**src/mem_pkg.sv**
```systemverilog
package mem_pkg;

    // Data path and address width
    localparam int xlen = 32;

    // Register file index width
    localparam int reg_addr_w = 5;

    // Data RAM geometry, in words
    localparam int ram_addr_w = 8;
    localparam int ram_depth  = 256;

    // Write-back control that rides along with each instruction
    typedef struct packed {
        logic                  mem_to_reg; // Loaded word goes to the register file
        logic                  reg_write;  // Register write requested
        logic [reg_addr_w-1:0] reg_dest;   // Destination register
    } wb_ctrl_t;

    // Word index of a byte address
    // Bits 1:0 select a byte inside the word and are dropped
    function automatic logic [ram_addr_w-1:0] word_index(input logic [xlen-1:0] byte_addr);
        return byte_addr[ram_addr_w+1:2];
    endfunction

    // Set when a byte address points at the start of a word
    function automatic logic is_word_aligned(input logic [xlen-1:0] byte_addr);
        return byte_addr[1:0] == 2'b00;
    endfunction

endpackage

```
**src/mem_wb_if.sv**
```systemverilog
`timescale 1ns/1ps

interface mem_wb_if;
    import mem_pkg::*;

    // Both fields are already registered by the memory stage
    logic [xlen-1:0] alu_result; // ALU value of the instruction
    wb_ctrl_t        ctrl;       // Write-back control

    // Memory stage side
    modport sender (
        output alu_result,
        output ctrl
    );

    // Write-back stage side
    modport receiver (
        input alu_result,
        input ctrl
    );

endinterface

```
**src/writeback_stage.sv**
```systemverilog
`timescale 1ns/1ps

module writeback_stage (
    input  logic                           clk,
    input  logic                           rst,
    mem_wb_if.receiver                     mw,
    input  logic [mem_pkg::xlen-1:0]       ram_rdata,
    output logic                           wb_en,
    output logic [mem_pkg::reg_addr_w-1:0] wb_dest,
    output logic [mem_pkg::xlen-1:0]       wb_data
);
    import mem_pkg::*;

    wb_ctrl_t        ctrl_q;  // Control of the instruction being retired
    logic [xlen-1:0] alu_q;   // Its ALU result

    // Lines up with the RAM read data
    always_ff @(posedge clk or posedge rst)
    begin
        if (rst)
        begin
            ctrl_q <= '0;
            alu_q  <= '0;
        end
        else
        begin
            ctrl_q <= mw.ctrl;
            alu_q  <= mw.alu_result;
        end
    end

    // Loaded word or ALU value
    assign wb_data = ctrl_q.mem_to_reg ? ram_rdata : alu_q;
    assign wb_dest = ctrl_q.reg_dest;

    // Register 0 always reads as zero, so writes to it are dropped
    assign wb_en = ctrl_q.reg_write && (ctrl_q.reg_dest != '0);

    // A load result that is never written is a decode fault upstream
    a_mem_to_reg_needs_write: assert property (
        @(posedge clk) disable iff (rst)
        mw.ctrl.mem_to_reg |-> mw.ctrl.reg_write
    ) else $error("writeback_stage: mem_to_reg set without reg_write");

endmodule

```
**src/flat_wrapper.sv**
```systemverilog
// flat-port wrapper written by rule: the top's interface ports become plain ports
module writeback_stage_flat import mem_pkg::*;
  (clk, rst, ram_rdata, wb_en, wb_dest, wb_data, mw_alu_result, mw_ctrl);
  mem_wb_if mw_i ();
  input  logic clk;
  input  logic rst;
  input  logic [mem_pkg::xlen-1:0] ram_rdata;
  output logic wb_en;
  output logic [mem_pkg::reg_addr_w-1:0] wb_dest;
  output logic [mem_pkg::xlen-1:0] wb_data;
  input wire logic [$bits(mw_i.alu_result)-1:0] mw_alu_result;
  input wire logic [$bits(mw_i.ctrl)-1:0] mw_ctrl;
  assign mw_i.alu_result = mw_alu_result;
  assign mw_i.ctrl = mw_ctrl;
  writeback_stage u_core (.clk(clk), .rst(rst), .mw(mw_i), .ram_rdata(ram_rdata), .wb_en(wb_en), .wb_dest(wb_dest), .wb_data(wb_data));
endmodule
```
**config.mk**
```make
export PLATFORM = sky130hd
export DESIGN_NAME = writeback_stage_flat
export DESIGN_NICKNAME = d
export VERILOG_FILES = /design/src/mem_pkg.sv /design/src/mem_wb_if.sv /design/src/writeback_stage.sv /design/src/flat_wrapper.sv
export SDC_FILE = /design/constraint.sdc
export NUM_CORES = 1
export LEC_CHECK = 0
export BUFFER_PORTS_ARGS = -buffer_cell sky130_fd_sc_hd__buf_2
export CAP_MARGIN = 10
export CORE_ASPECT_RATIO = 1.4
export CORE_MARGIN = 2
export CORE_UTILIZATION = 32
export CTS_CLUSTER_DIAMETER = 50
export DETAILED_ROUTE_END_ITERATION = 8
export HOLD_SLACK_MARGIN = 0.02
export PLACE_DENSITY = 0.8
export SYNTH_ARGS = -nofsm -noshare
export SYNTH_HDL_FRONTEND = slang
export SYNTH_SLANG_ARGS = --single-unit
```
**constraint.sdc**
```tcl
create_clock -name clk -period 0.95 [get_ports clk]
set_input_delay 0.0475 -clock clk [delete_from_list [all_inputs] [get_ports clk]]
set_output_delay 0.0475 -clock clk [all_outputs]
set_load 0.1 [all_outputs]
```
# == Word level (Yosys, flattened, before mapping) ==
# Cells that the tools add are included.
# op_classes
n_addsub,0
mul,0
div,0
order_cmp,0
n_eq_ne,0
shifts,0
mux,1
bitwise_logic,0
n_reduce_logical,2
# ops
cell,count
two-way mux 32 bit,1
nonzero test 5 bit,1
logical AND 1 bit,1
# word_totals
ff_bits,39
latchBits,0
ram_bits,0
mem_bits_ro,0
in_bits,73
out_inout_bits,38
mem_count,0

# == Longest topological paths before layout ==
# depth
ltp_word,2
depth_mapped,3
mapped_depth_nobuf,2

# == Worst setup path after synthesis ==
# No wires, ideal clock.
# synth_timing
kind,reg2out
from,register u_core.ctrl_q[6] (netlist bit)
to,output wb_data[2] (netlist bit)
t_arrival_ns,1.411
required_time_ns,0.902
slack_ns,-0.509
stages_incl_launch_ff,4
n_path_buf,2
path_cell_list,dfrtp_1 -> clkbuf_2 -> buf_4 -> mux2_1
# synth_between
elab_chain_len,1
# synth_rtl
item,line_no,source
from (decl),writeback_stage.sv:14,wb_ctrl_t ctrl_q;
from (signal assigned),writeback_stage.sv:27,ctrl_q <= mw.ctrl;
two-way mux 32 bit,writeback_stage.sv:33,assign wb_data = ctrl_q.mem_to_reg ? ram_rdata : alu_q;
to (decl),flat_wrapper.sv:10,output logic [mem_pkg::xlen-1:0] wb_data;
# Every way passes these cells.

# == Worst setup path in the final report ==
# layout_timing
from,register u_core.ctrl_q (netlist bit u_core.wb_dest[3])
to,output wb_en
# layout_between
elab_chain_len,2
# layout_rtl
item,line_no,source
nonzero test 5 bit,writeback_stage.sv:37,assign wb_en = ctrl_q.reg_write && (ctrl_q.reg_dest != '0);
logical AND 1 bit,writeback_stage.sv:37,
to (decl),flat_wrapper.sv:8,output logic wb_en;
# Every way passes these cells.

==> results.toml <==
[cells_and_area]
n_antenna_cell = 0
areaGrowthSynthToFinish_pct = 140
layoutNonFillerInstCount = 306
drive_gt1_share_pct = 67.5
final_net_count = 318
fillers = 215

[placement]
place_inst = 254
portBuffers = 110
globalplace.congestion = 0.696
post-dp-hpwl_um = 3050

[logic_synthesis]
yosysTopAreaCellShare_pct = 68.7
synth_area_leaders = "dfrtp_1, mux2_2, buf_4, mux2_1, o21a_1"
ys_seq_elements = 39
syn_inst = 83
yosys-top-cells-count = "dfrtp_1, mux2_2, buf_4"
synth_seq_area_share_pct = 68.7
yosysWarningCount = 0
synthesis.nets = 156
post_synth.cell_area_avg_um2 = 17.1
async_flop_share_pct = 100
ys_dominant_reg_cell = "dfrtp_1"
synth_area_um2 = 1420
synth.most_common_cell = "dfrtp_1"
ys_types = 8
synth_edf_count = 0
yosysTopAreaCell = "dfrtp_1"

[timing]
setup_viol = 38
relSlewSlack_pct = 77.8
finalWorstSetupSlack_ps = -674
final_hold_viol_count = 0
tightest_slew_ps = 332
whs_ps = 329
fmax_mhz = 616
slew_violations = 0
fin_crit_sh_pct = 171
rsz0062_at_grt = "yes"
period_needed_ps = 1620

[clock_network]
htree_num_levels = 2
cts_buffer_depth = 2
clock-sinks = 39
cts_made_buffers = 5
cts.clk_slew.worst_paths_ps = 70
cts_tree = "yes"
cts_root_buf = "clkbuf_8"

[global_routing]
grt_pass1_wl_um = 7150
overflow = 0
antenna_found_initial = 0
grt_usage_pct = 19.9
grt_pass1_vias = 1542
grt_max_degree = 27

[setup_path]
critPathLaunchType = "register"
crit_arrival_ps = 1580
end_kind = "output port"
setup.worst_path.class = "reg2out"
cp.required_ps = 900
cp_max_fo = 2

[detailed_routing]
drt_iter0_drc = 21
via_per_inst = 4.24
drt_wl_total_um = 4710
ant_nets = 0
drcViolationCount = 0
vias = 1298
drt_pass1_iterations = 4
wire_per_inst_um = 15.4

[outcome]
violations = "negative setup slack"
status = "complete, but fails checks"

[floorplanning]
die_height_um = 82.8
start_util_pct = 33.5
die_area_um2 = 4990
rows = 28
core_um2 = 4240
io_pins = 111
dieWidth_um = 60.3

[power]
p_switching_mw = 1.78
sequentialPowerShare_pct = 32.4
swShare_pct = 32.5
irDropWorstVdd_v = 0.00140
power.leakage_nw = 1.70
p_int_mw = 3.70
power_frac_comb_pct = 38.4
powerDensity_nw_per_um2 = 1610
pwr-share-clk_pct = 29.2

[worst_hold_path]
min_path_type = "in2async"

[run]
drv_cap = 0
[power by group through the flow]
stage,clock network (mW),registers (mW),logic [mW]
after global placement,0,1.80,1.89
final,1.60,1.78,2.10
after detailed placement,0,1.81,1.92
after floorplan,0,1.79,1.20
after global routing,1.72,1.78,2.17
after CTS,1.63,1.78,2.12
[cell type report]
class | instances | area [um^2] | area share [%]
timing repair buffer | 164 | 1720 | 50.3
sequential | 39 | 977 | 28.6
multi-input combinational | 34 | 507 | 14.8
tap | 60 | 75.1 | 2.20
clock buffer | 6 | 72.6 | 2.13
clock inverter | 2 | 60.1 | 1.76
inverter | 1 | 3.75 | 0.110
[layer usage]
metal	global-route usage (%)	wire, um
met1	16.9	1420
met2	39.5	2930
met4	7.47	114
met5	0	0
met3	5.61	247
[state kept, by name, indices dropped and copies added (netlist names)]
signal	flops
u_core.alu_q	32
u_core.wb_dest	5
u_core.ctrl_q	2
[final timing paths]
kind / startpoint / endpoint / slack, ps / cells after the start
max: u_core.wb_dest[3]$_DFF_PP0_ / wb_en / -670 / 3
min: rst / u_core.alu_q[7]$_DFF_PP0_ / 330 / 4
max in group asynchronous: rst / u_core.alu_q[21]$_DFF_PP0_ / 290 / 4
min in group clk: mw_alu_result[1] / u_core.alu_q[1]$_DFF_PP0_ / 400 / 2
[logic make-up (layout without fill, tap and decap cells)]
| group | after synthesis | in the layout | synth area share [%] |
|---|---|---|---|
| AO/OA/AOI/OAI | 1 | 1 | 0.529 |
| flip-flops | 39 | 39 | 68.7 |
| AND/OR/NAND/NOR | 1 | 1 | 0.529 |
| buffers and inverters | 10 | 173 | 4.85 |
| multiplexers | 32 | 32 | 25.4 |
[through the flow]
| stage | instance area, um^2 | total power, mW | utilization, % | setup WS [ps] | TNS (ps) |
|---|---|---|---|---|---|
| detailed placement | 2770 | 3.72 | 65.2 | -483 | -6600 |
| floorplan | 1580 | 2.99 | - | -289 | -5750 |
| finish | 3410 | 5.49 | 80.5 | -674 | -19620 |
| CTS | 3430 | 5.53 | 80.9 | -684 | -20160 |
| global route | 3410 | 5.67 | 80.5 | -709 | -20960 |
| global placement | 2770 | 3.70 | 65.2 | -467 | -6380 |
[worst max-delay path: stages (launching register included)]
cell and delay [ps]:
dfrtp_1 400, or4_4 520, o21a_4 210, buf_12 160
[layout by cell type (no fill, tap or decap), types with 2 or more instances in the layout]
cell type / instances
clkbuf_8: 5
buf_4: 4
buf_2: 72
bufinv_16: 2
buf_6: 4
dfrtp_1: 38
mux2_4: 32
buf_12: 42
dlygate4sd3_1: 40
[timing repair]
item                                   in CTS  in global routing
resized for setup                          12                  5
hold buffers                               40                  0
setup buffers                               3                  4
setup endpoints to repair                  38                 38
gates cloned                                2                  0
endpoints found under the hold margin      78                  0
Note: power is estimated with default switching activity, not from simulation.
