### src/mem_pkg.sv
package mem_pkg;

    // Data path and address width
    localparam int xlen = 32;

    // Register file index width
    localparam int reg_addr_w = 5;

    // Data RAM geometry, in words
    localparam int ram_addr_w = 8;
    localparam int ram_depth  = 256;

    // Write-back control that rides along with each instruction
    typedef struct packed {
        logic                  mem_to_reg; // Loaded word goes to the register file
        logic                  reg_write;  // Register write requested
        logic [reg_addr_w-1:0] reg_dest;   // Destination register
    } wb_ctrl_t;

    // Word index of a byte address
    // Bits 1:0 select a byte inside the word and are dropped
    function automatic logic [ram_addr_w-1:0] word_index(input logic [xlen-1:0] byte_addr);
        return byte_addr[ram_addr_w+1:2];
    endfunction

    // Set when a byte address points at the start of a word
    function automatic logic is_word_aligned(input logic [xlen-1:0] byte_addr);
        return byte_addr[1:0] == 2'b00;
    endfunction

endpackage

### src/ex_mem_if.sv
`timescale 1ns/1ps

interface ex_mem_if;
    import mem_pkg::*;

    logic [xlen-1:0] alu_result;    // Address for loads and stores, ALU value otherwise
    logic [xlen-1:0] store_data;    // Word to be stored
    logic            mem_read;      // Load command
    logic            mem_write;     // Store command
    wb_ctrl_t        ctrl;          // Write-back control
    logic            pc_src;        // Branch taken
    logic [xlen-1:0] branch_target; // Branch destination

    // Execute side
    modport sender (
        output alu_result,
        output store_data,
        output mem_read,
        output mem_write,
        output ctrl,
        output pc_src,
        output branch_target
    );

    // Memory stage side
    modport receiver (
        input alu_result,
        input store_data,
        input mem_read,
        input mem_write,
        input ctrl,
        input pc_src,
        input branch_target
    );

endinterface

### src/mem_wb_if.sv
`timescale 1ns/1ps

interface mem_wb_if;
    import mem_pkg::*;

    // Both fields are already registered by the memory stage
    logic [xlen-1:0] alu_result; // ALU value of the instruction
    wb_ctrl_t        ctrl;       // Write-back control

    // Memory stage side
    modport sender (
        output alu_result,
        output ctrl
    );

    // Write-back stage side
    modport receiver (
        input alu_result,
        input ctrl
    );

endinterface

### src/mem_stage.sv
`timescale 1ns/1ps

module mem_stage (
    input  logic                           clk,
    input  logic                           rst,
    ex_mem_if.receiver                     ex,
    mem_wb_if.sender                       wb,
    output logic [mem_pkg::ram_addr_w-1:0] ram_addr,
    output logic [mem_pkg::xlen-1:0]       ram_wdata,
    output logic                           ram_we,
    output logic                           pc_src_out,
    output logic [mem_pkg::xlen-1:0]       branch_target_out
);
    import mem_pkg::*;

    logic [xlen-1:0] addr_q;       // ALU result, doubles as byte address
    logic [xlen-1:0] store_data_q; // Data for a pending store
    logic            store_q;      // Registered store command
    wb_ctrl_t        ctrl_q;       // Control for the write-back stage

    // Memory-access pipeline register
    always_ff @(posedge clk or posedge rst)
    begin
        if (rst)
        begin
            addr_q            <= '0;
            store_data_q      <= '0;
            store_q           <= 1'b0;
            ctrl_q            <= '0;
            pc_src_out        <= 1'b0;
            branch_target_out <= '0;
        end
        else
        begin
            addr_q            <= ex.alu_result;
            store_data_q      <= ex.store_data;
            store_q           <= ex.mem_write;
            ctrl_q            <= ex.ctrl;
            pc_src_out        <= ex.pc_src;        // Back to fetch
            branch_target_out <= ex.branch_target;
        end
    end

    // RAM side, all from the register
    assign ram_addr  = word_index(addr_q);
    assign ram_wdata = store_data_q;
    assign ram_we    = store_q;

    // On to write-back
    assign wb.alu_result = addr_q;
    assign wb.ctrl       = ctrl_q;

    // One instruction cannot both load and store
    a_no_load_and_store: assert property (
        @(posedge clk) disable iff (rst)
        !(ex.mem_read && ex.mem_write)
    ) else $error("mem_stage: load and store requested together");

    // Only whole words are accessed
    a_word_aligned: assert property (
        @(posedge clk) disable iff (rst)
        (ex.mem_read || ex.mem_write) |-> is_word_aligned(ex.alu_result)
    ) else $error("mem_stage: unaligned address %h", ex.alu_result);

    // A load must hand its word to write-back
    a_load_writes_back: assert property (
        @(posedge clk) disable iff (rst)
        ex.mem_read |=> wb.ctrl.mem_to_reg
    ) else $error("mem_stage: load issued without mem_to_reg");

endmodule

### src/flat_wrapper.sv
// flat-port wrapper written by rule: the top's interface ports become plain ports
module mem_stage_flat import mem_pkg::*;
  (clk, rst, ram_addr, ram_wdata, ram_we, pc_src_out, branch_target_out, ex_alu_result, ex_store_data, ex_mem_read, ex_mem_write, ex_ctrl, ex_pc_src, ex_branch_target, wb_alu_result, wb_ctrl);
  ex_mem_if ex_i ();
  mem_wb_if wb_i ();
  input  logic clk;
  input  logic rst;
  output logic [mem_pkg::ram_addr_w-1:0] ram_addr;
  output logic [mem_pkg::xlen-1:0] ram_wdata;
  output logic ram_we;
  output logic pc_src_out;
  output logic [mem_pkg::xlen-1:0] branch_target_out;
  input wire logic [$bits(ex_i.alu_result)-1:0] ex_alu_result;
  input wire logic [$bits(ex_i.store_data)-1:0] ex_store_data;
  input wire logic [$bits(ex_i.mem_read)-1:0] ex_mem_read;
  input wire logic [$bits(ex_i.mem_write)-1:0] ex_mem_write;
  input wire logic [$bits(ex_i.ctrl)-1:0] ex_ctrl;
  input wire logic [$bits(ex_i.pc_src)-1:0] ex_pc_src;
  input wire logic [$bits(ex_i.branch_target)-1:0] ex_branch_target;
  output wire logic [$bits(wb_i.alu_result)-1:0] wb_alu_result;
  output wire logic [$bits(wb_i.ctrl)-1:0] wb_ctrl;
  assign ex_i.alu_result = ex_alu_result;
  assign ex_i.store_data = ex_store_data;
  assign ex_i.mem_read = ex_mem_read;
  assign ex_i.mem_write = ex_mem_write;
  assign ex_i.ctrl = ex_ctrl;
  assign ex_i.pc_src = ex_pc_src;
  assign ex_i.branch_target = ex_branch_target;
  assign wb_alu_result = wb_i.alu_result;
  assign wb_ctrl = wb_i.ctrl;
  mem_stage u_core (.clk(clk), .rst(rst), .ex(ex_i), .wb(wb_i), .ram_addr(ram_addr), .ram_wdata(ram_wdata), .ram_we(ram_we), .pc_src_out(pc_src_out), .branch_target_out(branch_target_out));
endmodule
### config.mk
export PLATFORM = sky130hd
export DESIGN_NAME = mem_stage_flat
export DESIGN_NICKNAME = d
export VERILOG_FILES = /design/src/mem_pkg.sv /design/src/ex_mem_if.sv /design/src/mem_wb_if.sv /design/src/mem_stage.sv /design/src/flat_wrapper.sv
export SDC_FILE = /design/constraint.sdc
export NUM_CORES = 1
export LEC_CHECK = 0
export ABC_AREA = 0
export BUFFER_PORTS_ARGS = -buffer_cell sky130_fd_sc_hd__buf_2
export CAP_MARGIN = 15
export CORE_MARGIN = 5
export CORE_UTILIZATION = 42
export CTS_BUF_LIST = sky130_fd_sc_hd__clkbuf_2
export DETAILED_ROUTE_END_ITERATION = 10
export PLACE_DENSITY = 0.94
export RECOVER_POWER = 25
export SYNTH_ARGS = -nofsm -noshare
export SYNTH_HDL_FRONTEND = slang
export SYNTH_SLANG_ARGS = --single-unit
### constraint.sdc
create_clock -name clk -period 9.2 [get_ports clk]
set_clock_uncertainty 0.1 [all_clocks]
set_input_delay 1.38 -clock clk [delete_from_list [all_inputs] [get_ports clk]]
set_output_delay 1.38 -clock clk [all_outputs]
set_load 0.005 [all_outputs]
## Yosys cells after proc, flatten, opt, wreduce, memory -nomap -nowiden

Cells that the tools add are included.

- Bits in registers: 105
- Input bits: 108
- Output and inout bits: 113
- Word-level logic and storage cells: 8

## Longest topological paths before layout

- Depth in word-level cells: 0
- Gate-level depth with buffers: 1
- Mapped depth without buffers: 1

## Least setup slack after synthesis

Ideal clock, no wire load.

- Kind: reg-to-output
- Start: register u_core.addr_q[2], in the netlist u_core.wb.alu_result[2]
- End: output port wb_alu_result[2]
- Data arrival time: 0.498 ns
- Required time: 7.720 ns
- Slack: 7.222 ns
- Cell stages (with the launch flop): 2
- Path buffers: 1
- Path through: dfrtp_1 -> buf_4

RTL lines:

| element | RTL line | RTL |
|---|---|---|
| from (decl) | mem_stage.sv:16 | `logic [xlen-1:0] addr_q;` |
| from (signal assigned) | mem_stage.sv:35 | `addr_q <= ex.alu_result;` |
| to (decl) | flat_wrapper.sv:20 | `output wire logic [$bits(wb_i.alu_result)-1:0] wb_alu_result;` |

No word-level cell between the ends.

## Worst setup path in the final report

- Start: register u_core.store_data_q[25], in the netlist u_core.ram_wdata[25]
- End: output port ram_wdata[25] (netlist name)

RTL lines:

| element | RTL line | RTL |
|---|---|---|
| from (decl) | mem_stage.sv:17 | `logic [xlen-1:0] store_data_q;` |
| from (signal assigned) | mem_stage.sv:36 | `store_data_q <= ex.store_data;` |
| to (decl) | flat_wrapper.sv:9 | `output logic [mem_pkg::xlen-1:0] ram_wdata;` |

No word-level cell between the ends.

==> impl_metrics.py <==
metrics = {
    "setup_path": {
        "critical-path-slowest-cell": "dfrtp_1",
        "crit_path_max_fanout": 1,
        "path_buf_inv": 1,
        "cp.required_ns": 7.72,
        "crit_chain": "buf_2",
        "path_class": "reg -> out",
        "critPathCaptureType": "output port",
        "critPathTopFamily": "flip-flops",
        "critPathArrivalTime_ns": 1.08,
        "startpoint_type": "flip-flop",
        "max_stage_delay_ns": 0.44,
    },
    "global_route": {
        "grt_usage_pct": 17.1,
        "grt_pass1_vias": 2017,
        "grt_pass1_wl_um": 10700,
        "antenna_found_initial": 5,
        "overflow": 0,
        "grt_max_degree": 54,
    },
    "timing": {
        "maxSlewViolCount": 0,
        "finalSetupViolations": 0,
        "finalWorstSetupSlack_ns": 6.64,
        "min_period_over_period_pct": 27.8,
        "period_needed_ns": 2.56,
        "hold_viol": 0,
        "rsz0062_at_grt": "false",
        "clock.fmax_mhz": 391,
        "setup_tns_ns": 0,
        "worstMarginPinSlew_ns": 0.626,
        "relSlewSlack_pct": 58.3,
        "timing.hold.ws_ns": 0.811,
    },
    "yosys": {
        "synth-xor-area-share_pct": 0,
        "synth.area.top_cells": "dfrtp_1, buf_4, inv_1",
        "synth.top_cell.area_share_pct": 97.6,
        "synth_fp_nets": 222,
        "synth_cell_types": 3,
        "yosys_warnings": 0,
        "postSynthAreaPerCell_um2": 23.6,
        "ys_ff_latch": 105,
        "seq_area_frac_synth_pct": 97.6,
        "syn_inst": 114,
        "synth-adder-area-share_pct": 0,
        "muxShareOfSynthArea_pct": 0,
        "syn_area_mm2": 0.00269,
        "yosys.area_share.simple_pct": 0,
        "synth_compound_area_share_pct": 0,
        "synth_top_family_by_area": "buffers and inverters",
        "synth_top_cell_by_area": "dfrtp_1",
    },
    "floorplan": {
        "die_height_um": 90.1,
        "coreArea_mm2": 0.00628,
        "io_pins": 221,
        "start_util_pct": 42.9,
        "dieWidth_um": 90.1,
        "rows": 29,
        "die_area_mm2": 0.00811,
    },
    "place": {
        "hpwl_um": 5630,
        "port-buffer-count": 219,
        "numPlacedInstances": 403,
        "gp_congestion": 0.707,
        "dpl_worst_slack_ns": 6.46,
        "placed_area_mm2": 0.00383,
    },
    "cts": {
        "clkSinkCount": 105,
        "clockBufferDepth": 2,
        "cts_max_level": 3,
        "clk_pin_slew_worst_paths_ns": 0.28,
        "post_cts_resized": 0,
        "cts_made_buffers": 9,
        "clock-root-buffer": "clkbuf_2",
        "cts_tree": "done",
        "cts_setup_buffers": 0,
        "cts_hold_buf": 0,
    },
    "finish": {
        "final-seq-area_mm2": 0.00263,
        "drive_gt1_share_pct": 69.0,
        "instances_no_fill": 420,
        "utilization_pct": 62.6,
        "area_growth_syn_to_layout_pct": 45.9,
        "nNetsFinal": 445,
        "multiInputGateArea_um2": 0,
        "fillCellCount": 486,
        "stdcell_area_mm2": 0.00393,
        "multi_input_gates": 0,
    },
    "routing": {
        "vias_per_cell": 4.17,
        "wl_per_cell_um": 16.3,
        "drc": 0,
        "vias": 1751,
        "routed_wl_um": 6840,
        "antenna_left": 0,
        "drtIter0Drc": 13,
        "drt_pre_antenna_iters": 3,
    },
    "pwr": {
        "ir_drop_mv": 0.149,
        "p_leak_nw": 2.15,
        "p_total_mw": 0.726,
        "power_density_mw_per_mm2": 185,
    },
    "worst_hold_path": {
        "hp-class": "in -> async",
    },
    "job": {
        "drv_cap": 0,
    },
    "run_status": {
        "run_status": "completed",
    },
}
## cell usage in the layout, fill, tap and decap left out, drive strengths merged
master	synthesis	layout
buf	8	220
clkinv	0	4
clkinvlp	0	2
clkbuf	0	9
dfrtp	105	105
diode	0	1
inv	1	2
## cell type report
type                    instances  share of cell area, %
flip-flops and latches        105                   66.9
diodes                          1                 0.0637
well taps                      77                   2.45
repair buffers                220                   28.1
inverters                       1                  0.159
clock inverters                 7                   1.18
clock buffers                   9                   1.15
## synthesized netlist by cell type (all sizes together)
cell type / number
dfrtp: 105
buf: 8
inv: 1
## worst max path at each step
stage                            start                           to  slack, ns  cells past startpoint
2_1_floorplan                      rst  u_core.branch_target_out[0]       4.96                      1
3_3_place_gp                       rst  u_core.branch_target_out[7]       6.54                      3
3_5_place_dp                       rst          u_core.ram_wdata[2]       6.46                      3
4_1_cts           u_core.ram_wdata[25]                ram_wdata[25]       6.57                      1
5_1_grt        u_core.wb.alu_result[2]                  ram_addr[0]       6.54                      1
6_report          u_core.ram_wdata[25]                ram_wdata[25]       6.64                      1
## cell families (layout without fill, tap and decap cells)
group / Yosys count / count (layout)
buffers and inverters: 9 / 237
flip-flops: 105 / 105
other: 0 / 1
## layer usage
layer | vias to the layer above | track usage, % | share of wire, %
li1 | 784 | - | -
met1 | 823 | 17.0 | 31
met2 | 121 | 28.7 | 53
met3 | 15 | 10.3 | 15
met4 | 8 | 7.07 | 1.2
met5 | - | 0 | 0.66
## report_power, final
group / switching (mW) / total, mW / leakage (nW) / internal [mW]
Combinational: 0.0286 / 0.0609 / 0.871 / 0.0323
Sequential: 0.00595 / 0.491 / 1.22 / 0.485
Clock: 0.139 / 0.174 / 0.0557 / 0.0352
## sequential cells by signal, indices dropped and copies added (netlist names)
name,count
u_core.pc_src_out,1
u_core.ram_wdata,32
u_core.wb.alu_result,32
u_core.wb.ctrl,7
u_core.ram_we,1
u_core.branch_target_out,32
No activity file was read; power rests on OpenSTA's default activity.
